==> src/design/diad_macros.svh <==
`ifndef DIAD_MACROS_SVH
`define DIAD_MACROS_SVH

// Data and instruction words share one width
`define DIAD_DATA_W 16

// Word address into the shared memory
`define DIAD_ADDR_W 8

// Register index and register count
`define DIAD_REG_W 3
`define DIAD_NUM_REGS 8

// Raw immediate field of the instruction
`define DIAD_IMM_W 6

// Words in the unified instruction and data memory
`define DIAD_MEM_DEPTH 256

`endif
==> src/design/diad_pkg.sv <==
`default_nettype none
`include "diad_macros.svh"

package diad_pkg;

    typedef logic [`DIAD_DATA_W-1:0] data_t;
    typedef logic [`DIAD_ADDR_W-1:0] addr_t;
    typedef logic [`DIAD_REG_W-1:0]  reg_idx_t;
    typedef logic [`DIAD_IMM_W-1:0]  imm_t;

    typedef enum logic [3:0] {
        OP_NOP  = 4'd0,
        OP_ADD  = 4'd1,
        OP_SUB  = 4'd2,
        OP_AND  = 4'd3,
        OP_OR   = 4'd4,
        OP_XOR  = 4'd5,
        OP_SHL  = 4'd6,
        OP_SHR  = 4'd7,
        OP_ADDI = 4'd8,
        OP_LD   = 4'd9,
        OP_ST   = 4'd10
    } opcode_e;

    // Raw encoding, opcode in the top nibble
    typedef struct packed {
        logic [3:0] opcode;
        reg_idx_t   rd;
        reg_idx_t   rs1;
        imm_t       rs2_imm; // rs2 sits in the low bits
    } instr_t;

    typedef struct packed {
        logic  valid;
        addr_t pc;
        data_t instr;
    } fetch_t;

    typedef struct packed {
        logic     valid;
        addr_t    pc;
        opcode_e  opcode;
        reg_idx_t rd;
        reg_idx_t rs1;
        reg_idx_t rs2;
        data_t    imm;
    } decode_t;

    typedef struct packed {
        logic     valid;
        addr_t    pc;
        opcode_e  opcode;
        reg_idx_t rd;
        data_t    result; // ALU value or effective address
        data_t    sdata;
    } exec_t;

    typedef struct packed {
        logic     valid;
        addr_t    pc;
        opcode_e  opcode;
        reg_idx_t rd;
        data_t    result;
    } mem_t;

    typedef struct packed {
        logic     valid;
        addr_t    pc;
        opcode_e  opcode;
        reg_idx_t rd;
        logic     we;
        data_t    wdata;
    } retire_t;

endpackage

`default_nettype wire

==> src/design/diad_memacc.sv <==
`timescale 1ns/100ps
`default_nettype none

module diad_memacc import diad_pkg::*; (
    input  wire logic  iw_clk,
    input  wire logic  iw_rst,
    input  wire exec_t ex_in,
    output addr_t      data_addr,
    output logic       data_we,
    output data_t      data_wdata,
    input  wire data_t data_rdata,
    output mem_t       mem_out
);

    mem_t ma_q; // Record in the memory output stage

    // Memory address stage drives the data port straight from execute
    assign data_addr  = addr_t'(ex_in.result);
    assign data_we    = ex_in.valid && (ex_in.opcode == OP_ST);
    assign data_wdata = ex_in.sdata;

    always_ff @(posedge iw_clk or posedge iw_rst) begin
        if (iw_rst) begin
            ma_q.valid <= 1'b0;
        end
        else begin
            ma_q.valid  <= ex_in.valid;
            ma_q.pc     <= ex_in.pc;
            ma_q.opcode <= ex_in.opcode;
            ma_q.rd     <= ex_in.rd;
            ma_q.result <= ex_in.result;
        end
    end

    // Load data is valid one cycle after its address
    always_comb begin
        mem_out = ma_q;
        if (ma_q.opcode == OP_LD) begin
            mem_out.result = data_rdata;
        end
    end

endmodule

`default_nettype wire

==> config.mk <==
export PLATFORM = sky130hd
export DESIGN_NAME = diad_memacc
export DESIGN_NICKNAME = d
export VERILOG_FILES = /design/src/design/diad_pkg.sv /design/src/design/diad_memacc.sv
export VERILOG_INCLUDE_DIRS = /design/src /design/src/design
export SDC_FILE = /design/constraint.sdc
export NUM_CORES = 1
export LEC_CHECK = 0
export BUFFER_PORTS_ARGS = -buffer_cell sky130_fd_sc_hd__buf_4
export CORE_UTILIZATION = 35
export DETAILED_ROUTE_END_ITERATION = 6
export PLACE_DENSITY = 0.76
export SYNTH_ARGS = -nofsm -noshare
export SYNTH_HDL_FRONTEND = slang
export SYNTH_SLANG_ARGS = --single-unit
export TNS_END_PERCENT = 50
==> constraint.sdc <==
create_clock -name iw_clk -period 1.6 [get_ports iw_clk]
set_clock_uncertainty 0.15 [all_clocks]
set_input_delay 0.24 -clock iw_clk [delete_from_list [all_inputs] [get_ports iw_clk]]
set_output_delay 0.24 -clock iw_clk [all_outputs]
set_load 0.05 [all_outputs]
; ---- Word-level counts from Yosys, hierarchy flattened
; Index checks and enable logic that the tools add are counted.
[word_totals]
ff_bits = 32
in_bits = 66
wordCells = 9
[op_classes]
eq_ne = 2
muxes = 1
n_reduce_logical = 1
[ops]
columns = cell, n
row1 = $mux W16, 1
row2 = $eq A4 B4 Y1 const B, 2
row3 = $logic_and A1 B1 Y1, 1

; ---- Logic depth before layout (Yosys ltp)
; Gate-level depths: netlist of run 1.
[depth]
ltp_word = 2
depth_mapped = 4
mapped_depth_nobuf = 2

; ---- Worst setup path before layout of run 1
; OpenSTA, ideal clock, no wires.
[synth_timing]
path_kind = register to output
from = reg ma_q, in the netlist mem_out[21]
to = out mem_out[10] (netlist bit)
arrival_ps = 1281
path_slack_ps = -71
path_stages_with_launch = 5
n_path_buf = 2
path_cell_list = edfxtp_1 and4bb_1 buf_6 buf_12 mux2_4
[synth_rtl]
columns = item, line_no
row1 = start: declaration, diad_memacc.sv:15  ; mem_t ma_q;
row2 = end: declaration, diad_memacc.sv:12  ; output mem_t mem_out

==> flow_summary.ini, run 1 <==
[timing]
maxSlewViolCount = 0
worst_slew_pin_slew_ns = 0.179
finalHoldViolCount = 0
rsz0062_at_grt = true
setup_viol = 16
post-route-min-period_ns = 2.10
holdWs_ns = 0.330
relSlewSlack = 0.881
setup_tns_ns = -7.71
fmax_mhz = 477
min_period_over_period = 1.31
timing.final.ws_setup_ns = -0.496

[route]
num_vias = 1033
drc = 0
wirelength_mm = 3.63
dr.pass1.iters = 4
drt-wirelength-per-cell_um = 15.1
final_antenna_net_count = 0
drt-initial-drc-count = 48
vias_per_cell = 4.30

[cells_and_area]
drive_gt1_frac = 0.637
layout_commonest_cell = buf_4
final_cell_mix = buf_4 (79), dlygate4sd3_1 (33), edfxtp_1 (31), mux2_4 (16), buf_6 (10)
syn_to_final_growth_pct = 67.0
fin_area_mm2 = 0.00256
fin_nets = 256
diodes = 0
num-fill-cells = 301

[clock_network]
clkSinkCount = 32
clk_pin_slew_worst_paths_ns = 0.06
cts-root-buf = clkbuf_8
cts_tree = done
cts_made_buffers = 5
cts_buffer_depth = 2
cts_max_level = 2

[synth]
synth_area_per_cell_um2 = 16.3
ys_warn_count = 0
synth_area_mm2 = 0.00153
ys_seq_elements = 32
yosysUniqueCellTypes = 11
yosysSeqAreaShare = 0.623
synthCells = 94
syn_nets = 160

[power]
vdd_drop_max_mv = 0.572
power_leakage_nw = 1.13
power_density_mw_per_mm2 = 911

[floorplan]
die-area_mm2 = 0.00465
core.rowCount = 23
die_h_um = 68.2
die_w_um = 68.2
start_util = 0.373
core_mm2 = 0.00412
ios = 123

[outcome]
violations = negative setup slack
outcome = finished, violations left

[worst_setup_path]
worstSetupPathType = reg -> out
crit_fanout = 8
critPathCaptureType = output pin
cp.required_ns = 1.21
crit_chain = and4bb_4 -> buf_12 -> mux2_4 -> buf_8
max_stage_delay_ns = 0.42
cpLargestDelayFamily = simple AND/OR/NAND/NOR gates
cp_data_arrival_time_ns = 1.71
cp-start-kind = flop
cp_num_buf_inv = 2
crit_slowest_cell = and4bb_4

[placement]
io_buffer_count = 90
gp_congestion = 0.686
place_area_mm2 = 0.00201
dp_hpwl_mm = 2.35

[global_routing]
grt_usage = 0.161
grt_max_degree = 33
grt_pass1_vias = 1135
antenna_found_initial = 0
grt.overflow.total = 0
grt_first_pass_wirelength_mm = 5.20

[run]
maxCapViolations = 0

[worst_hold_path]
hold_class = in -> out
## where the power goes
| part | total [mW] | internal [mW] | switching [mW] |
|---|---|---|---|
| combinational | 0.753 | 0.346 | 0.407 |
| sequential | 1.01 | 0.992 | 0.0215 |
| clock | 0.567 | 0.295 | 0.272 |
| total | 2.33 | 1.63 | 0.700 |
## per-stage QoR
stage	cells	power (mW)	worst slack [ns]	util
after global routing	240	2.43	-0.541	0.623
after detailed placement	198	1.65	-0.220	0.489
after CTS	239	2.35	-0.513	0.621
after global placement	198	1.64	-0.171	0.489
final	240	2.33	-0.496	0.623
after floorplan	94	1.57	-0.0711	-
## cell usage after synthesis
| cell | number | area, um^2 |
|---|---|---|
| and4bb_1 | 1 | 12.5 |
| buf_12 | 1 | 20.0 |
| buf_4 | 40 | 300 |
| buf_6 | 1 | 11.3 |
| dfrtp_1 | 1 | 25.0 |
| edfxtp_1 | 31 | 931 |
| inv_1 | 1 | 3.75 |
| mux2_2 | 6 | 67.6 |
| mux2_4 | 10 | 150 |
| nand4b_1 | 1 | 8.76 |
| nor2_1 | 1 | 3.75 |
## worst paths after layout
check                                 startpoint                    end  slack [ns]  depth (start not counted)
worst max-delay path       mem_out[21]$_DFFE_PN_             mem_out[4]       -0.50                          4
worst min-delay path                    ex_in[3]          data_wdata[3]        0.33                          0
max in group asynchronous                 iw_rst  mem_out[31]$_DFF_PP0_        0.70                          4
min in group asynchronous                 iw_rst  mem_out[31]$_DFF_PP0_        0.44                          4
## state kept, by name, indices dropped and copies added, names as in the netlist
name     count
ma_q        16
mem_out     16
## per-layer routing
metal  share of wire  GRT usage
met5               0          0
met4          0.0063     0.0417
met1            0.30      0.135
met3           0.097     0.0650
met2            0.60      0.332
## final cells by class
class	instances	area, um^2	area share
Multi-Input combinational cell	19	269	0.105
Timing Repair Buffer	131	1190	0.466
Sequential cell	32	956	0.373
Clock buffer	6	72.6	0.0283
Clock inverter	1	5.00	0.00195
Tap cell	50	62.6	0.0244
Inverter	1	3.75	0.00146
## cell families (layout without fill, tap and decap cells)
kind of cell,Yosys count,after routing,share of synthesized area
mux,16,16,0.142
buf+inv,43,139,0.219
flops,32,32,0.623
simple gates,3,3,0.0163
## timing repair
item / in CTS / in global routing
pin swaps: 1 / 1
setup endpoints to repair: 16 / 16
hold buffers: 33 / 0
setup buffers: 0 / 1
gates resized for setup: 31 / 0
cloned: 1 / 0
endpoints found under the hold margin: 33 / 0
(Power assumes the default switching activity.)
==> run 2: changes to the inputs <==
==> constraint.sdc (replaced) <==
create_clock -name iw_clk -period 1.6 [get_ports iw_clk]
set_clock_uncertainty 0.15 [all_clocks]
set_input_delay 0.16 -clock iw_clk [delete_from_list [all_inputs] [get_ports iw_clk]]
set_output_delay 0.16 -clock iw_clk [all_outputs]
set_load 0.05 [all_outputs]
==> run 2 against run 1 <==
- fmax rose by 4.9%
- combinational power up 1%
- sequential share of layout area down 0.63 points
- worst setup slack improved by 0.097 ns
- highest routed layer unchanged
- total power rose by 7.4%
- the flow still finishes with violations (negative setup slack)
- non-clock buffer count up 2
- largest power group unchanged
- design area rose by 1.7%
- core utilization increased by 1.1 points
- critical endpoint unchanged
- clock-buffer cell count decreased by 1
- worst hold slack got worse by 0.16 ns
==> flow_summary.ini, run 2 (same netlist as run 1, synthesis figures left out) <==
[outcome]
outcome = finished, violations left
violations = negative setup slack

[timing]
finalHoldViolCount = 0
timing.final.ws_setup_ns = -0.398
worst_slew_pin_slew_ns = 0.183
post-route-min-period_ns = 2.00
rsz0062_at_grt = true
relSlewSlack = 0.878
fmax_mhz = 500
holdWs_ns = 0.170
maxSlewViolCount = 0
min_period_over_period = 1.25
setup_viol = 16

[cells_and_area]
finalCoreUtilization = 0.633
diodes = 0
syn_to_final_growth_pct = 69.9
final_cell_mix = buf_4 (81), dlygate4sd3_1 (33), edfxtp_1 (31), mux2_4 (16), buf_6 (10)
layout_commonest_cell = buf_4
fin_area_mm2 = 0.00261
stdcell_count = 243
seqCellArea_um2 = 956
drive_gt1_frac = 0.637
multi_input_area_um2 = 269
fin_nets = 258
num-fill-cells = 296

[worst_setup_path]
cp_num_buf_inv = 2
cp-start-kind = flop
crit_fanout = 8
cp_data_arrival_time_ns = 1.69
crit_chain = and4bb_4 -> buf_12 -> mux2_4 -> buf_8
max_stage_delay_ns = 0.41
worstSetupPathType = reg -> out
crit_slowest_cell = and4bb_4
critPathCaptureType = output pin
cpLargestDelayFamily = simple AND/OR/NAND/NOR gates
cp.required_ns = 1.29

[placement]
placedCellCount = 198
place_area_mm2 = 0.00201
dp_hpwl_mm = 2.29
io_buffer_count = 90
gp_congestion = 0.622

[power]
netSwitchingFraction = 0.283
power_leakage_nw = 1.15
seqPwrFrac = 0.404
pwr-share-clk = 0.292
vdd_drop_max_mv = 0.431
combPwrFrac = 0.304
intPower_mw = 1.80
p_sw_uw = 710
power_density_mw_per_mm2 = 961
power_mw = 2.51

[floorplan]
die-area_mm2 = 0.00465
core.rowCount = 23
core_mm2 = 0.00412
start_util = 0.373
die_w_um = 68.2
die_h_um = 68.2
ios = 123

[clock_network]
cts_made_buffers = 5
cts-root-buf = clkbuf_8
clk_pin_slew_worst_paths_ns = 0.06
cts_tree = done
cts_buffer_depth = 2
cts_max_level = 2
clkSinkCount = 32

[global_routing]
grt.overflow.total = 0
grt_first_pass_wirelength_mm = 4.91
antenna_found_initial = 0
grt_usage = 0.155
grt_pass1_vias = 1059
grt_max_degree = 33

[route]
num_vias = 1058
routed-wl-met2_mm = 2.00
wl_met1_mm = 1.25
final_antenna_net_count = 0
dr.pass1.iters = 2
route.met3.wl_um = 374
drt-initial-drc-count = 41
drt-wirelength-per-cell_um = 15.1
wirelength_mm = 3.67
drc = 0
vias_per_cell = 4.35
highest_layer = met4

[worst_hold_path]
hold_class = in -> out

[run]
maxCapViolations = 0
-- run 2: changes by cell type in the layout (fill, tap and decap cells not counted), sizes merged --
cell    previous run  this run
buf               98       100
bufinv             0         1
clkbuf             6         5
clkinv             1         2
-- run 2: timing repair --
item                                   CTS  global route
hold buffers                            33             0
resized for setup                       31             0
buffers inserted                         1             2
endpoints found under the hold margin   33             0
pin swaps                                1             1
cloned                                   1             0
setup endpoints to repair               16            17
-- run 2: power groups by stage --
| stage | registers, mW | clock network [mW] | logic (mW) |
|---|---|---|---|
| final | 1.01 | 0.731 | 0.762 |
| after global routing | 1.02 | 0.784 | 0.792 |
| after CTS | 1.01 | 0.750 | 0.755 |
| after detailed placement | 1.03 | 0 | 0.623 |
| after global placement | 1.03 | 0 | 0.614 |
| after floorplan | 1.02 | 0 | 0.547 |
-- run 2: layout make-up --
type,instances,share of cell area
Tap cell,50,0.0240
Timing Repair Buffer,133,0.464
Clock inverter,3,0.0144
Sequential cell,32,0.367
Clock buffer,5,0.0264
Multi-Input combinational cell,19,0.103
Inverter,1,0.00144
-- run 2: path summary, 6_finish.rpt --
| kind | cells after the start | end | slack [ns] | from |
|---|---|---|---|---|
| max in group asynchronous | 4 | mem_out[31]$_DFF_PP0_ | 0.78 | iw_rst |
| worst min-delay path | 0 | data_wdata[1] | 0.17 | ex_in[1] |
| worst max-delay path | 4 | mem_out[4] | -0.40 | mem_out[21]$_DFFE_PN_ |
| min in group asynchronous | 4 | mem_out[31]$_DFF_PP0_ | 0.35 | iw_rst |
-- run 2: layer usage --
layer	up-vias	GRT usage
li1	488	-
met1	496	0.142
met2	69	0.290
met3	5	0.0783
met4	0	0.0547
met5	-	0
-- run 2: metrics by stage --
| stage | setup slack (ns) | TNS [ns] |
|---|---|---|
| after floorplan | 0.00894 | 0 |
| after global placement | -0.0885 | -1.06 |
| after detailed placement | -0.142 | -1.67 |
| after CTS | -0.415 | -6.43 |
| after global routing | -0.449 | -7.06 |
| final | -0.398 | -6.22 |
==> run 3: changes to the inputs <==
CORE_UTILIZATION = 36   (was 35)
CTS_BUF_LIST = sky130_fd_sc_hd__clkbuf_4   (was default)
PLACE_DENSITY = 0.78   (was 0.76)
==> run 3 against run 2 <==
- the run still ends with negative setup slack left
- sequential power hardly changed
- via count increased by 0.76%
- routed wire length rose by 16%
==> flow_summary.ini, run 3 (same netlist as run 1, synthesis figures left out) <==
[clock_network]
cts_tree = done
clk_pin_slew_worst_paths_ns = 0.09
cts-root-buf = clkbuf_4
cts_made_buffers = 5
cts_buffer_depth = 2
cts_max_level = 2
clkSinkCount = 32

[route]
wirelength_mm = 4.27
route.met3.wl_um = 526
vias_per_cell = 4.39
num_vias = 1066
routed-wl-met2_mm = 2.18
dr.pass1.iters = 4
wl_met1_mm = 1.46
drc = 0
highest_layer = met4
final_antenna_net_count = 0
drt-initial-drc-count = 20
drt-wirelength-per-cell_um = 17.6

[floorplan]
ios = 123
core.rowCount = 23
core_mm2 = 0.00406
die_h_um = 67.3
start_util = 0.378
die-area_mm2 = 0.00453
die_w_um = 67.3

[global_routing]
grt_pass1_vias = 1205
grt.overflow.total = 0
grt_max_degree = 19
grt_first_pass_wirelength_mm = 5.64
grt_usage = 0.182
antenna_found_initial = 0

[timing]
finalHoldViolCount = 0
timing.final.ws_setup_ns = -0.473
min_period_over_period = 1.30
worst_slew_pin_slew_ns = 0.246
holdWs_ns = 0.170
setup_viol = 17
relSlewSlack = 0.836
post-route-min-period_ns = 2.07
maxSlewViolCount = 0
rsz0062_at_grt = true
fmax_mhz = 482
setup_tns_ns = -7.41

[cells_and_area]
syn_to_final_growth_pct = 67.5
diodes = 0
finalCoreUtilization = 0.633
final_cell_mix = buf_4 (80), dlygate4sd3_1 (33), edfxtp_1 (31), mux2_4 (16), buf_6 (12)
drive_gt1_frac = 0.642
fin_nets = 258
fin_area_mm2 = 0.00257
layout_commonest_cell = buf_4
stdcell_count = 243

[placement]
place_area_mm2 = 0.00201
dp_hpwl_mm = 2.43
io_buffer_count = 90
placedCellCount = 199
gp_congestion = 0.751
dp_slack_ns = -0.147

[power]
seqPwrFrac = 0.426
vdd_drop_max_mv = 0.902
power_leakage_nw = 1.14
power_density_mw_per_mm2 = 925
combPwrFrac = 0.322
power_mw = 2.38
pwr-share-clk = 0.252
netSwitchingFraction = 0.304
p_sw_uw = 723
intPower_mw = 1.66

[worst_setup_path]
cp_data_arrival_time_ns = 1.76
cp-start-kind = flop
cp.required_ns = 1.29
critPathCaptureType = output pin
crit_fanout = 5
worstSetupPathType = reg -> out

[run]
maxCapViolations = 0

[outcome]
violations = negative setup slack
outcome = finished, violations left

[worst_hold_path]
hold_class = in -> out
run 3: cell count changes in the layout (fill, tap and decap cells not counted), sizes merged:
cell	before	now
buf	100	99
clkbuf	5	6
run 3: power groups by stage:
stage / registers (mW) / clock network (mW) / logic, mW
after CTS: 1.01 / 0.602 / 0.721
final: 1.01 / 0.600 / 0.765
after global routing: 1.02 / 0.637 / 0.789
after global placement: 1.03 / 0 / 0.611
after floorplan: 1.02 / 0 / 0.547
after detailed placement: 1.03 / 0 / 0.620
run 3: layout make-up:
class | instances | area, um^2
Fill cell | 268 | 1490
Inverter | 1 | 3.75
Sequential cell | 32 | 956
Timing Repair Buffer | 133 | 1200
Tap cell | 50 | 62.6
Multi-Input combinational cell | 19 | 272
Clock inverter | 3 | 37.5
Clock buffer | 5 | 37.5
run 3: routing by layer:
layer,vias to the layer above,track usage
met5,-,0
met4,0,0.0984
met3,15,0.0912
met2,78,0.306
met1,487,0.182
li1,486,-
run 3: path summary, 6_finish.rpt:
path / start / endpoint / cells after the start
min: ex_in[12] / data_wdata[12] / 0
min in group asynchronous: iw_rst / mem_out[31]$_DFF_PP0_ / 4
max in group asynchronous: iw_rst / mem_out[31]$_DFF_PP0_ / 4
max: mem_out[21]$_DFFE_PN_ / mem_out[8] / 4
run 3: worst max-delay path, cell delays in order (launching register included):
cell	delay [ns]
edfxtp_1	0.40
and4bb_4	0.41
clkbuf_16	0.17
mux2_4	0.30
buf_6	0.15
run 3: repair_timing:
action | CTS | global route
gates resized for setup | 18 | 15
setup endpoints to repair | 16 | 17
buffers inserted | 1 | 1
hold buffers | 33 | 0
endpoints found under the hold margin | 33 | 0
cloned | 0 | 1
pin swaps | 1 | 1
