**src/design/diad_macros.svh**
```systemverilog
`ifndef DIAD_MACROS_SVH
`define DIAD_MACROS_SVH

// Data and instruction words share one width
`define DIAD_DATA_W 16

// Word address into the shared memory
`define DIAD_ADDR_W 8

// Register index and register count
`define DIAD_REG_W 3
`define DIAD_NUM_REGS 8

// Raw immediate field of the instruction
`define DIAD_IMM_W 6

// Words in the unified instruction and data memory
`define DIAD_MEM_DEPTH 256

`endif
```
**src/design/diad_pkg.sv**
```systemverilog
`default_nettype none
`include "diad_macros.svh"

package diad_pkg;

    typedef logic [`DIAD_DATA_W-1:0] data_t;
    typedef logic [`DIAD_ADDR_W-1:0] addr_t;
    typedef logic [`DIAD_REG_W-1:0]  reg_idx_t;
    typedef logic [`DIAD_IMM_W-1:0]  imm_t;

    typedef enum logic [3:0] {
        OP_NOP  = 4'd0,
        OP_ADD  = 4'd1,
        OP_SUB  = 4'd2,
        OP_AND  = 4'd3,
        OP_OR   = 4'd4,
        OP_XOR  = 4'd5,
        OP_SHL  = 4'd6,
        OP_SHR  = 4'd7,
        OP_ADDI = 4'd8,
        OP_LD   = 4'd9,
        OP_ST   = 4'd10
    } opcode_e;

    // Raw encoding, opcode in the top nibble
    typedef struct packed {
        logic [3:0] opcode;
        reg_idx_t   rd;
        reg_idx_t   rs1;
        imm_t       rs2_imm; // rs2 sits in the low bits
    } instr_t;

    typedef struct packed {
        logic  valid;
        addr_t pc;
        data_t instr;
    } fetch_t;

    typedef struct packed {
        logic     valid;
        addr_t    pc;
        opcode_e  opcode;
        reg_idx_t rd;
        reg_idx_t rs1;
        reg_idx_t rs2;
        data_t    imm;
    } decode_t;

    typedef struct packed {
        logic     valid;
        addr_t    pc;
        opcode_e  opcode;
        reg_idx_t rd;
        data_t    result; // ALU value or effective address
        data_t    sdata;
    } exec_t;

    typedef struct packed {
        logic     valid;
        addr_t    pc;
        opcode_e  opcode;
        reg_idx_t rd;
        data_t    result;
    } mem_t;

    typedef struct packed {
        logic     valid;
        addr_t    pc;
        opcode_e  opcode;
        reg_idx_t rd;
        logic     we;
        data_t    wdata;
    } retire_t;

endpackage

`default_nettype wire

```
**src/design/diad_execute.sv**
```systemverilog
`timescale 1ns/100ps
`default_nettype none

module diad_execute import diad_pkg::*; (
    input  wire logic     iw_clk,
    input  wire logic     iw_rst,
    input  wire decode_t  dec_in,
    output reg_idx_t      rd_addr1,
    output reg_idx_t      rd_addr2,
    input  wire data_t    rd_data1,
    input  wire data_t    rd_data2,
    output exec_t         ex_out
);

    data_t result;

    // A store reads its data register through the second port
    assign rd_addr1 = dec_in.rs1;
    assign rd_addr2 = (dec_in.opcode == OP_ST) ? dec_in.rd : dec_in.rs2;

    always_comb begin
        result = '0;
        case (dec_in.opcode)
            OP_ADD:  result = rd_data1 + rd_data2;
            OP_SUB:  result = rd_data1 - rd_data2;
            OP_AND:  result = rd_data1 & rd_data2;
            OP_OR:   result = rd_data1 | rd_data2;
            OP_XOR:  result = rd_data1 ^ rd_data2;
            OP_SHL:  result = rd_data1 << 1;
            OP_SHR:  result = rd_data1 >> 1;
            OP_ADDI: result = rd_data1 + dec_in.imm;
            OP_LD,
            OP_ST:   result = rd_data1 + dec_in.imm; // Effective address
            default: result = '0;
        endcase
    end

    always_ff @(posedge iw_clk or posedge iw_rst) begin
        if (iw_rst) begin
            ex_out.valid <= 1'b0;
        end
        else begin
            ex_out.valid  <= dec_in.valid;
            ex_out.pc     <= dec_in.pc;
            ex_out.opcode <= dec_in.opcode;
            ex_out.rd     <= dec_in.rd;
            ex_out.result <= result;
            ex_out.sdata  <= rd_data2;
        end
    end

endmodule

`default_nettype wire

```
**config.mk**
```make
export PLATFORM = sky130hd
export DESIGN_NAME = diad_execute
export DESIGN_NICKNAME = d
export VERILOG_FILES = /design/src/design/diad_pkg.sv /design/src/design/diad_execute.sv
export VERILOG_INCLUDE_DIRS = /design/src /design/src/design
export SDC_FILE = /design/constraint.sdc
export NUM_CORES = 1
export LEC_CHECK = 0
export CORE_ASPECT_RATIO = 1.4
export CORE_UTILIZATION = 60
export CTS_CLUSTER_SIZE = 10
export DETAILED_ROUTE_END_ITERATION = 7
export DONT_BUFFER_PORTS = 1
export PLACE_DENSITY_LB_ADDON = 0.15
export SYNTH_ARGS = -nofsm -noshare
export SYNTH_HDL_FRONTEND = slang
export SYNTH_SLANG_ARGS = --single-unit
```
**constraint.sdc**
```tcl
create_clock -name iw_clk -period 3.4 [get_ports iw_clk]
set_clock_uncertainty 0.2 [all_clocks]
set_input_delay 0.68 -clock iw_clk [delete_from_list [all_inputs] [get_ports iw_clk]]
set_output_delay 0.68 -clock iw_clk [all_outputs]
set_load 0.01 [all_outputs]
```
-- Yosys cells after proc, flatten, opt, wreduce, memory -nomap -nowiden
Index checks and enable logic that the tools add are counted.
- register bits after elaboration: 48
- bits in latches: 0
- bits in writable memories: 0
- ROM bits: 0
- input port bits: 72
- word-level logic and storage cells: 25
- memories: 0
- add/subtract/negate cells: 3
- multipliers: 0
- div/mod/pow operators: 0
- magnitude comparators: 0
- eq/ne operators: 10
- shifts and indexed selects: 0
- multiplexer cells: 2
- bitwise gates (word level): 3
- reductions and logical operators: 1
- operator list (kind ; number):
    one-hot mux 16 bit (8 select lines) ; 1
    adder 16 bit ; 2
    AND 16 bit ; 1
    == test 4 x 3 -> 1 bit (second input constant) ; 4
    bitwise OR 16 bit ; 1
    subtractor 16 bit ; 1
    bitwise XOR 16 bit ; 1
    == test 4 bit (second input constant) ; 3
    == test 4 x 2 -> 1 bit (second input constant) ; 2
    == test 4 x 1 -> 1 bit (second input constant) ; 1
    2-to-1 mux 3 bit ; 1
    OR reduction 3 bit ; 1

-- Longest topological paths before layout
Gate-level depths: netlist of the first run.
- depth in word-level cells: 3
- depth in mapped cells: 17

-- Worst setup path after synthesis of the first run
OpenSTA, ideal clock, no wires.
- path kind: input to register
- start point: input rd_data2[0]
- end point: register ex_out[31] (netlist bit) (data pin)
- arrival: 3624 ps
- data required time: 2921 ps
- slack: -704 ps
- cell stages on the path: 15
- buffers on the path: 0
- cell sequence: inv_1 -> ha_1 -> and3_1 -> nand2_1 -> or4_1 -> nor3_1 -> nor3_1 -> a221o_1 -> ha_1 -> a21oi_1 -> nor2b_1 -> or4_1 -> o22ai_1 -> xnor2_1 -> o211ai_2
- cells in the longest elaborated chain, start to end: 2
- elaborated cells on any way between the ends: 3
- those cells by class: add/sub (2); mux (1)
- RTL lines (element ; line ; source):
    start: declaration ; diad_execute.sv:11 ; input wire data_t rd_data2,
    subtractor 16 bit or adder 16 bit (tied branches) ; diad_execute.sv:25, diad_execute.sv:24 ;
    one-hot mux 16 bit (8 select lines) * ; diad_execute.sv:23 ; case (dec_in.opcode)
    via result[15] ; diad_execute.sv:15 ; data_t result;
    end: declaration ; diad_execute.sv:12 ; output exec_t ex_out
Mark *: on every way through the listed nets, which the timed path passes. The rest lies on a longest branch.
A chain may end at the register's enable or synchronous reset.

-- Worst setup path in the final report of the first run
- start point: input rd_data2[1]
- end point: register ex_out[31] (netlist bit) (data pin)
Same word-level chain as after synthesis.

==> results of run 1 <==
==> repair_timing <==
action | in CTS | in global routing
setup buffers | 2 | 6
hold buffers | 0 | 0
endpoints found under the setup margin | 5 | 10
gates resized for setup | 12 | 14
pin swaps | 8 | 7
==> cell families after synthesis <==
group                    after synthesis  share of synthesized area
AND/OR/NAND/NOR                      102                      0.138
multiplexers                           5                     0.0138
AO/OA/AOI/OAI                        119                      0.217
adder cells (fa/ha/maj)               54                      0.175
flip-flops                            48                      0.369
XOR/XNOR                              12                     0.0270
buffers and inverters                 55                     0.0594
==> worst max-delay path: cells and delay by family <==
kind                       cells  cell delay [ns]
buffers and inverters          1             0.03
AOI/OAI and AO/OA              5             0.95
and+or+nand+nor                5             1.37
adders and majority gates      2             0.39
xor gates and xnor gates       1             0.13
==> placed cells by master, fill, tap and decap left out, types with 3 or more instances in the layout <==
cell      netlist  final
buf_4           4     72
ha_1           53     47
edfxtp_1       47     47
inv_1          37     34
nor2_1         22     22
a21oi_1        31     22
nand2_1        21     20
o21ai_0        18     13
o211ai_1       12     12
nor3_1         13     10
a222oi_1       10     10
a22oi_1         8      8
and3_1          9      7
nand3_1         7      7
a21oi_2         0      7
a221o_1         6      6
a21o_1          6      6
xnor2_1         7      6
xor2_1          5      5
a221oi_1        5      5
ha_4            0      5
clkbuf_8        0      5
o21ai_1         1      4
nand4_1         4      4
nor2b_1         4      4
and2_1          3      3
nor3_2          1      3
nor4_1          3      3
mux2_2          3      3
==> stage by stage <==
stage | cells | util | setup slack [ns] | setup TNS, ns | instance area [um^2]
2_1_floorplan | 395 | - | -0.463 | -1.28 | 4040
3_3_place_gp | 515 | 0.720 | -0.555 | -3.34 | 4510
3_5_place_dp | 515 | 0.720 | -0.639 | -3.90 | 4510
4_1_cts | 525 | 0.753 | -0.166 | -0.259 | 4710
5_1_grt | 531 | 0.771 | -0.307 | -0.887 | 4820
6_report | 531 | 0.771 | -0.272 | -0.553 | 4820
==> routing by layer <==
layer  track usage  part of all wire
met1         0.387              0.35
met2         0.585              0.51
met3        0.0778             0.087
met4         0.180             0.048
met5             0                 0
==> final cells by class <==
| class | instances | area [um^2] | share of cell area |
|---|---|---|---|
| tap | 72 | 90.1 | 0.0187 |
| clock inverter | 3 | 46.3 | 0.00960 |
| clock buffer | 5 | 68.8 | 0.0143 |
| sequential | 48 | 1440 | 0.298 |
| multi-input combinational | 292 | 2440 | 0.507 |
| inverter | 37 | 173 | 0.0358 |
| timing repair buffer | 74 | 563 | 0.117 |
==> power by group through the flow <==
stage | Combinational, mW | Clock [mW] | Sequential [mW]
2_1_floorplan | 0.306 | 0 | 0.781
5_1_grt | 0.576 | 0.453 | 0.779
3_5_place_dp | 0.464 | 0 | 0.788
3_3_place_gp | 0.446 | 0 | 0.787
4_1_cts | 0.492 | 0.438 | 0.775
6_report | 0.531 | 0.426 | 0.774
==> final timing paths <==
check	from	endpoint	slack (ns)	cells past startpoint
max in group asynchronous	iw_rst	ex_out[47]	2.11	1
worst max-delay path	rd_data2[1]	ex_out[31]	-0.27	14
min in group asynchronous	iw_rst	ex_out[47]	0.29	1
worst min-delay path	dec_in[37]	ex_out[47]	0.20	0
==> flow_summary.ini, run 1 <==
[global_route]
grt_pass1_vias = 3611
grt_max_degree = 49
grt_pass1_wl_um = 18100
grt_overflow = 0
antenna_found_initial = 0
grtUsageTotal = 0.340

[sta]
finalHoldViolCount = 0
relSlewSlack = 0.340
fmax_mhz = 272
rsz0062_at_grt = yes
holdWs_ns = 0.200
report.final.slew_viol_count = 0
final-setup-viol-count = 4
fin_ws_ns = -0.272
finalCritPeriodShare = 1.08
worstMarginPinSlew_ns = 0.989
period_minus_slack_ns = 3.67

[synth]
synth_top_area_cell = edfxtp_1
ys_seq_elements = 48
async_flop_share = 0.0208
synth_common_cells = ha_1 (53), edfxtp_1 (47), inv_1 (37)
synth_area_leaders = edfxtp_1 (36%), ha_1 (17%), a21oi_1 (4.0%)
ys_seq_area_frac = 0.369
synth_nets = 521
yosys_warnings = 0
synth-main-ff-cell = edfxtp_1
post-synth-top-count-cell = ha_1
syn_area_um2 = 3890
synth-edff-count = 47
synth.distinct_cells = 56
netlist.area_leader.share = 0.362
synth.avg_cell_area_um2 = 9.86
postSynthCellCount = 395

[power]
vdd.ir_drop.worst_uv = 210
total_power_mw = 1.73
p_switching_mw = 0.517
p_clk_frac = 0.246
p_leak_nw = 2.06
power_frac_seq = 0.447
p_comb_frac = 0.307
swShare = 0.299
power_density_nw_per_um2 = 359
p_int_mw = 1.21

[job]
maxCapViolCount = 0

[die]
rows = 34
initial_core_util = 0.623
die_area_um2 = 6820
die_y_um = 97.3
core-area_um2 = 6250
ios = 126
die_w_um = 70.1

[worst_setup_path]
crit_chain = clkinv_16 -> ha_4 -> and3_4 -> nand2_4 -> or4_4 -> and3_4 -> a221o_1 -> ha_4 -> a21o_1 -> o21bai_4 -> or4_4 -> o22ai_4 -> xnor2_2 -> o211ai_2
critPathArrivalTime_ns = 3.54
crit_fanout = 6
worstSetupPathType = in -> reg
critPathSlowestCell = or4_4
endpoint_kind = register
max_stage_delay_ns = 0.50
cp.required_ns = 3.27
cp-start-kind = input pin

[clock_network]
clockRootBuffer = clkbuf_8
htree_levels = 2
clkTransAtPathRegs_ns = 0.11
clockBufferDepth = 2
cts_tree = yes
numClockSinks = 48
cts_buffers = 5

[layout]
top_regs = ex_out: 48 flops
top_register = ex_out
drive_above_1_share = 0.279
area_growth_pct = 23.8
fillers = 408
num_antenna_cells = 0
finish.net_count = 584
largest_reg_flops = 48

[placement]
io_buffers = 0
place_hpwl_um = 8290
gp_congestion = 0.958

[route]
ant_nets = 0
drtPass1Iterations = 5
drc = 0
via_per_inst = 6.82
drtIter0Drc = 244
finalWirelength_um = 11700
dr_total_vias = 3621
wire_per_inst_um = 22.0

[run_status]
status = finished, violations left
violations = setup timing

[hold_path]
hold_path.class = in -> reg
Power figures use the tool's default switching activity.
==> run 2, diff against run 1 <==
CORE_UTILIZATION = 55   (was 60)
RECOVER_POWER = 25   (was default)
==> run 2 against run 1 <==
The run ends with capacitance limit, slew limit, setup timing left. Die area increased by 8.9%. Combinational power decreased by 3%. Setup slack got worse by 0.024 ns. Global-route usage decreased by 2.3 points. Fmax decreased by 0.66%. Cell count increased by 4.0%. Via count decreased by 1.7%. Sequential share of layout area decreased by 0.14 points. Worst hold slack improved by 0.0024 ns. Final area increased by 0.47%. Total power decreased by 4.0%.
==> flow_summary.ini, run 2 (same netlist as run 1, synthesis figures left out) <==
[placement]
post_dp_cell_area_um2 = 4560
io_buffers = 0
place_hpwl_um = 8430
gp_congestion = 0.945

[global_route]
antenna_found_initial = 0
grt_overflow = 0
grt_pass1_vias = 3530
grtUsageTotal = 0.317
grt_max_degree = 49
grt_pass1_wl_um = 17500

[layout]
finish.net_count = 585
num_antenna_cells = 0
top_register = ex_out
final_area_um2 = 4840
final_cell_mix = buf_4 (73), ha_1 (47), edfxtp_1 (47), inv_1 (34)
fin_util = 0.723
drive_above_1_share = 0.283
layout_commonest_cell = buf_4
area_growth_pct = 24.4
top_regs = ex_out: 48 flops
largest_reg_flops = 48

[clock_network]
cts_tree = yes
numClockSinks = 48
clockRootBuffer = clkbuf_8
clockBufferDepth = 2
cts_buffers = 5
htree_levels = 2
clkTransAtPathRegs_ns = 0.08

[hold_path]
hold-path-cell-count = 0
hold_path.class = in -> reg

[sta]
report.final.slew_viol_count = 49
final-setup-viol-count = 4
worstMarginPinSlew_ns = 1.81
fmax_mhz = 271
fin_ws_ns = -0.297
relSlewSlack = -0.211
finalHoldViolCount = 0
finalCritPeriodShare = 1.09
period_minus_slack_ns = 3.70
rsz0062_at_grt = yes
fin_tns_setup_ns = -0.427

[worst_setup_path]
max_stage_delay_ns = 0.50
worstSetupPathType = in -> reg
crit_chain = clkinv_16 -> ha_4 -> and3_4 -> nand2_4 -> or4_4 -> o21ai_0 -> a221o_1 -> ha_4 -> a21o_1 -> o21bai_4 -> or4_4 -> o22ai_4 -> xnor2_2 -> o211ai_2
critPathArrivalTime_ns = 3.55
critPathSlowestCell = or4_4
crit_fanout = 6
endpoint_kind = register
cp-start-kind = input pin
cp_num_cells = 14
cp.required_ns = 3.25
critPathTopFamily = simple AND/OR/NAND/NOR gates
worstPathBufferInverterCount = 1

[die]
core-area_um2 = 6700
die_area_um2 = 7420
die_w_um = 73.1
ios = 126
die_y_um = 102
rows = 35
initial_core_util = 0.581

[route]
wire_per_inst_um = 20.9
ant_nets = 0
dr_total_vias = 3560
drc = 0
finalWirelength_um = 11500
drtIter0Drc = 243
via_per_inst = 6.45
drtPass1Iterations = 6

[power]
vdd.ir_drop.worst_uv = 208
power_density_nw_per_um2 = 343
p_leak_nw = 2.05

[run_status]
violations = capacitance limit, slew limit, setup timing
status = finished, violations left

[job]
maxCapViolCount = 1
-- run 2: changes by cell type in the layout (fill, tap and decap cells not counted), sizes merged --
cell      before  now
clkbuf         5    6
buf           74   75
bufinv         1    0
inv           37   36
clkinvlp       1    2
-- run 2: where the power goes --
| group | internal, mW | total [mW] | switching (mW) |
|---|---|---|---|
| combinational | 0.260 | 0.516 | 0.256 |
| clock | 0.165 | 0.370 | 0.205 |
| sequential | 0.725 | 0.775 | 0.0501 |
-- run 2: layout make-up --
class,count,area (um^2)
fillers,490,1860
repair buffers,75,571
clock inverters,2,15.0
multi-input cells,292,2450
flip-flops and latches,48,1440
well taps,92,115
inverters,37,173
clock buffers,6,82.6
-- run 2: routing by layer --
layer	track usage	share of wire	vias up
met3	0.0557	0.084	36
met2	0.551	0.50	208
met1	0.377	0.38	1680
li1	-	-	1636
met5	0	0	-
met4	0.142	0.036	0
-- run 2: per-stage QoR --
stage	setup slack (ns)	total power [mW]	std cells	hold WS (ns)
global route	-0.383	1.74	552	0.192
finish	-0.297	1.66	552	0.202
detailed placement	-0.671	1.25	539	0.511
global placement	-0.562	1.24	539	0.512
floorplan	-0.463	1.09	395	0.511
CTS	-0.230	1.64	550	0.193
-- run 2: path summary, 6_finish.rpt --
| kind | startpoint | end | slack, ns |
|---|---|---|---|
| worst max-delay path | rd_data2[1] | ex_out[31] | -0.30 |
| worst min-delay path | dec_in[37] | ex_out[47] | 0.20 |
| max in group asynchronous | iw_rst | ex_out[47] | 1.32 |
| min in group asynchronous | iw_rst | ex_out[47] | 0.65 |
-- run 2: timing repair --
action / in CTS / in global routing
pin swaps: 8 / 17
hold buffers: 0 / 0
setup endpoints to repair: 5 / 9
buffers inserted: 3 / 3
resized for setup: 8 / 19
==> run 3, diff against run 2 <==
clock period = 4.2 ns   (was 3.4 ns; I/O delays follow)
==> run 3 against run 2 <==
Highest routed layer unchanged. Cell count shrank 8.3%. The run ends with capacitance limit, slew limit left. Total power fell by 21%. Critical path depth unchanged.
==> flow_summary.ini, run 3 (same netlist as run 1, synthesis figures left out) <==
[run_status]
status = finished, violations left
violations = capacitance limit, slew limit

[placement]
gp_congestion = 0.950
place_hpwl_um = 7900
dp_cells = 498
io_buffers = 0
dp_slack_ns = -0.0208
post_dp_cell_area_um2 = 4160

[worst_setup_path]
crit_fanout = 5
cp-start-kind = input pin
cp.required_ns = 4.07
endpoint_kind = register
worstSetupPathType = in -> reg
critPathArrivalTime_ns = 3.76

[clock_network]
cts_tree = yes
cts_buffers = 5
cts_resized = 0
holdBufCountCts = 0
clockRootBuffer = clkbuf_8
clkTransAtPathRegs_ns = 0.10
htree_levels = 2
numClockSinks = 48
cts_setup_buffers = 0
clockBufferDepth = 2

[route]
dr_total_vias = 3318
finalWirelength_um = 10600
drc = 0
drtPass1Iterations = 7
wire_per_inst_um = 20.9
drtIter0Drc = 245
via_per_inst = 6.56
ant_nets = 0

[sta]
period_minus_slack_ns = 3.89
finalCritPeriodShare = 0.926
report.final.slew_viol_count = 49
relSlewSlack = -0.177
worstMarginPinSlew_ns = 1.76
fmax_mhz = 257
final-setup-viol-count = 0
finalHoldViolCount = 0
fin_ws_ns = 0.312
rsz0062_at_grt = no

[global_route]
grt_overflow = 0
grtUsageTotal = 0.293
grt_pass1_vias = 3281
grt_pass1_wl_um = 16300
antenna_found_initial = 0
grt_max_degree = 49

[layout]
largest_reg_flops = 48
instances_no_fill = 506
fillers = 578
top_regs = ex_out: 48 flops
finish.net_count = 539
area_growth_pct = 10.0
final_cell_mix = ha_1 (51), edfxtp_1 (47), inv_1 (37), a21oi_1 (30), buf_4 (29)
num_antenna_cells = 0
drive_above_1_share = 0.130
layout_commonest_cell = ha_1
final_area_um2 = 4280
top_register = ex_out

[hold_path]
hold_path.class = in -> reg
hold-path-cell-count = 0
hold_end = ex_out[47]
min_from = dec_in[37]

[die]
die_y_um = 102
initial_core_util = 0.581
die_area_um2 = 7420
die_w_um = 73.1
ios = 126
core-area_um2 = 6700
rows = 35

[job]
maxCapViolCount = 1

[power]
p_leak_nw = 1.79
power_density_nw_per_um2 = 305
vdd.ir_drop.worst_uv = 159
==> run 3: cell types whose count changed in the layout (fill, tap and decap cells not counted), moves of 3 or more <==
cell / before / now
buf_4: 73 / 29
a21oi_1: 22 / 30
a21oi_2: 7 / 1
o21ai_0: 13 / 18
ha_1: 47 / 51
ha_4: 5 / 1
inv_1: 34 / 37
nor3_1: 10 / 13
o21ai_1: 4 / 1
==> run 3: worst max path at each step <==
stage                      startpoint         end  slack, ns  depth (start not counted)
after floorplan           rd_data2[0]  ex_out[31]       0.05                         15
after global placement    rd_data2[0]  ex_out[31]       0.02                         14
after detailed placement  rd_data2[0]  ex_out[31]      -0.02                         14
after CTS                 rd_data2[0]  ex_out[31]       0.32                         14
after global routing      rd_data2[0]  ex_out[31]       0.17                         15
final                     rd_data2[0]  ex_out[31]       0.31                         14
==> run 3: cell type report <==
class                      count  area (um^2)  share of cell area
clock buffer                   6         82.6              0.0193
clock inverter                 2         38.8             0.00905
inverter                      37          139              0.0324
multi-input combinational    292         2250               0.526
sequential                    48         1440               0.335
tap                           92          115              0.0269
timing repair buffer          29          218              0.0508
==> run 3: power by group <==
| part | switching, mW | internal (mW) | total [mW] |
|---|---|---|---|
| Clock | 0.166 | 0.195 | 0.361 |
| Sequential | 0.0404 | 0.587 | 0.627 |
| Combinational | 0.174 | 0.143 | 0.317 |
==> run 3: worst max-delay path, stage by stage <==
cell and delay (ns):
inv_1 0.06, ha_2 0.18, and3_4 0.18, nand2_1 0.07, or4_1 0.46, and3_1 0.21, a221o_1 0.31, ha_4 0.23
a21o_1 0.16, o21bai_1 0.17, or4_1 0.47, o22ai_1 0.16, xnor2_1 0.16, o211ai_2 0.09
==> run 3: per-layer routing <==
| layer | track usage | routed length, um | up-vias |
|---|---|---|---|
| li1 | - | - | 1547 |
| met1 | 0.355 | 4160 | 1594 |
| met2 | 0.503 | 5390 | 155 |
| met3 | 0.0557 | 749 | 22 |
| met4 | 0.122 | 280 | 0 |
| met5 | 0 | 0 | - |
==> run 3: metrics by stage <==
stage          total power, mW  TNS (ns)  hold slack, ns   util
3_5_place_dp             0.950   -0.0208           0.671  0.621
6_report                  1.30         0           0.359  0.639
2_1_floorplan            0.868         0           0.671      -
5_1_grt                   1.37         0           0.350  0.639
4_1_cts                   1.31         0           0.351  0.639
3_3_place_gp             0.943         0           0.671  0.621
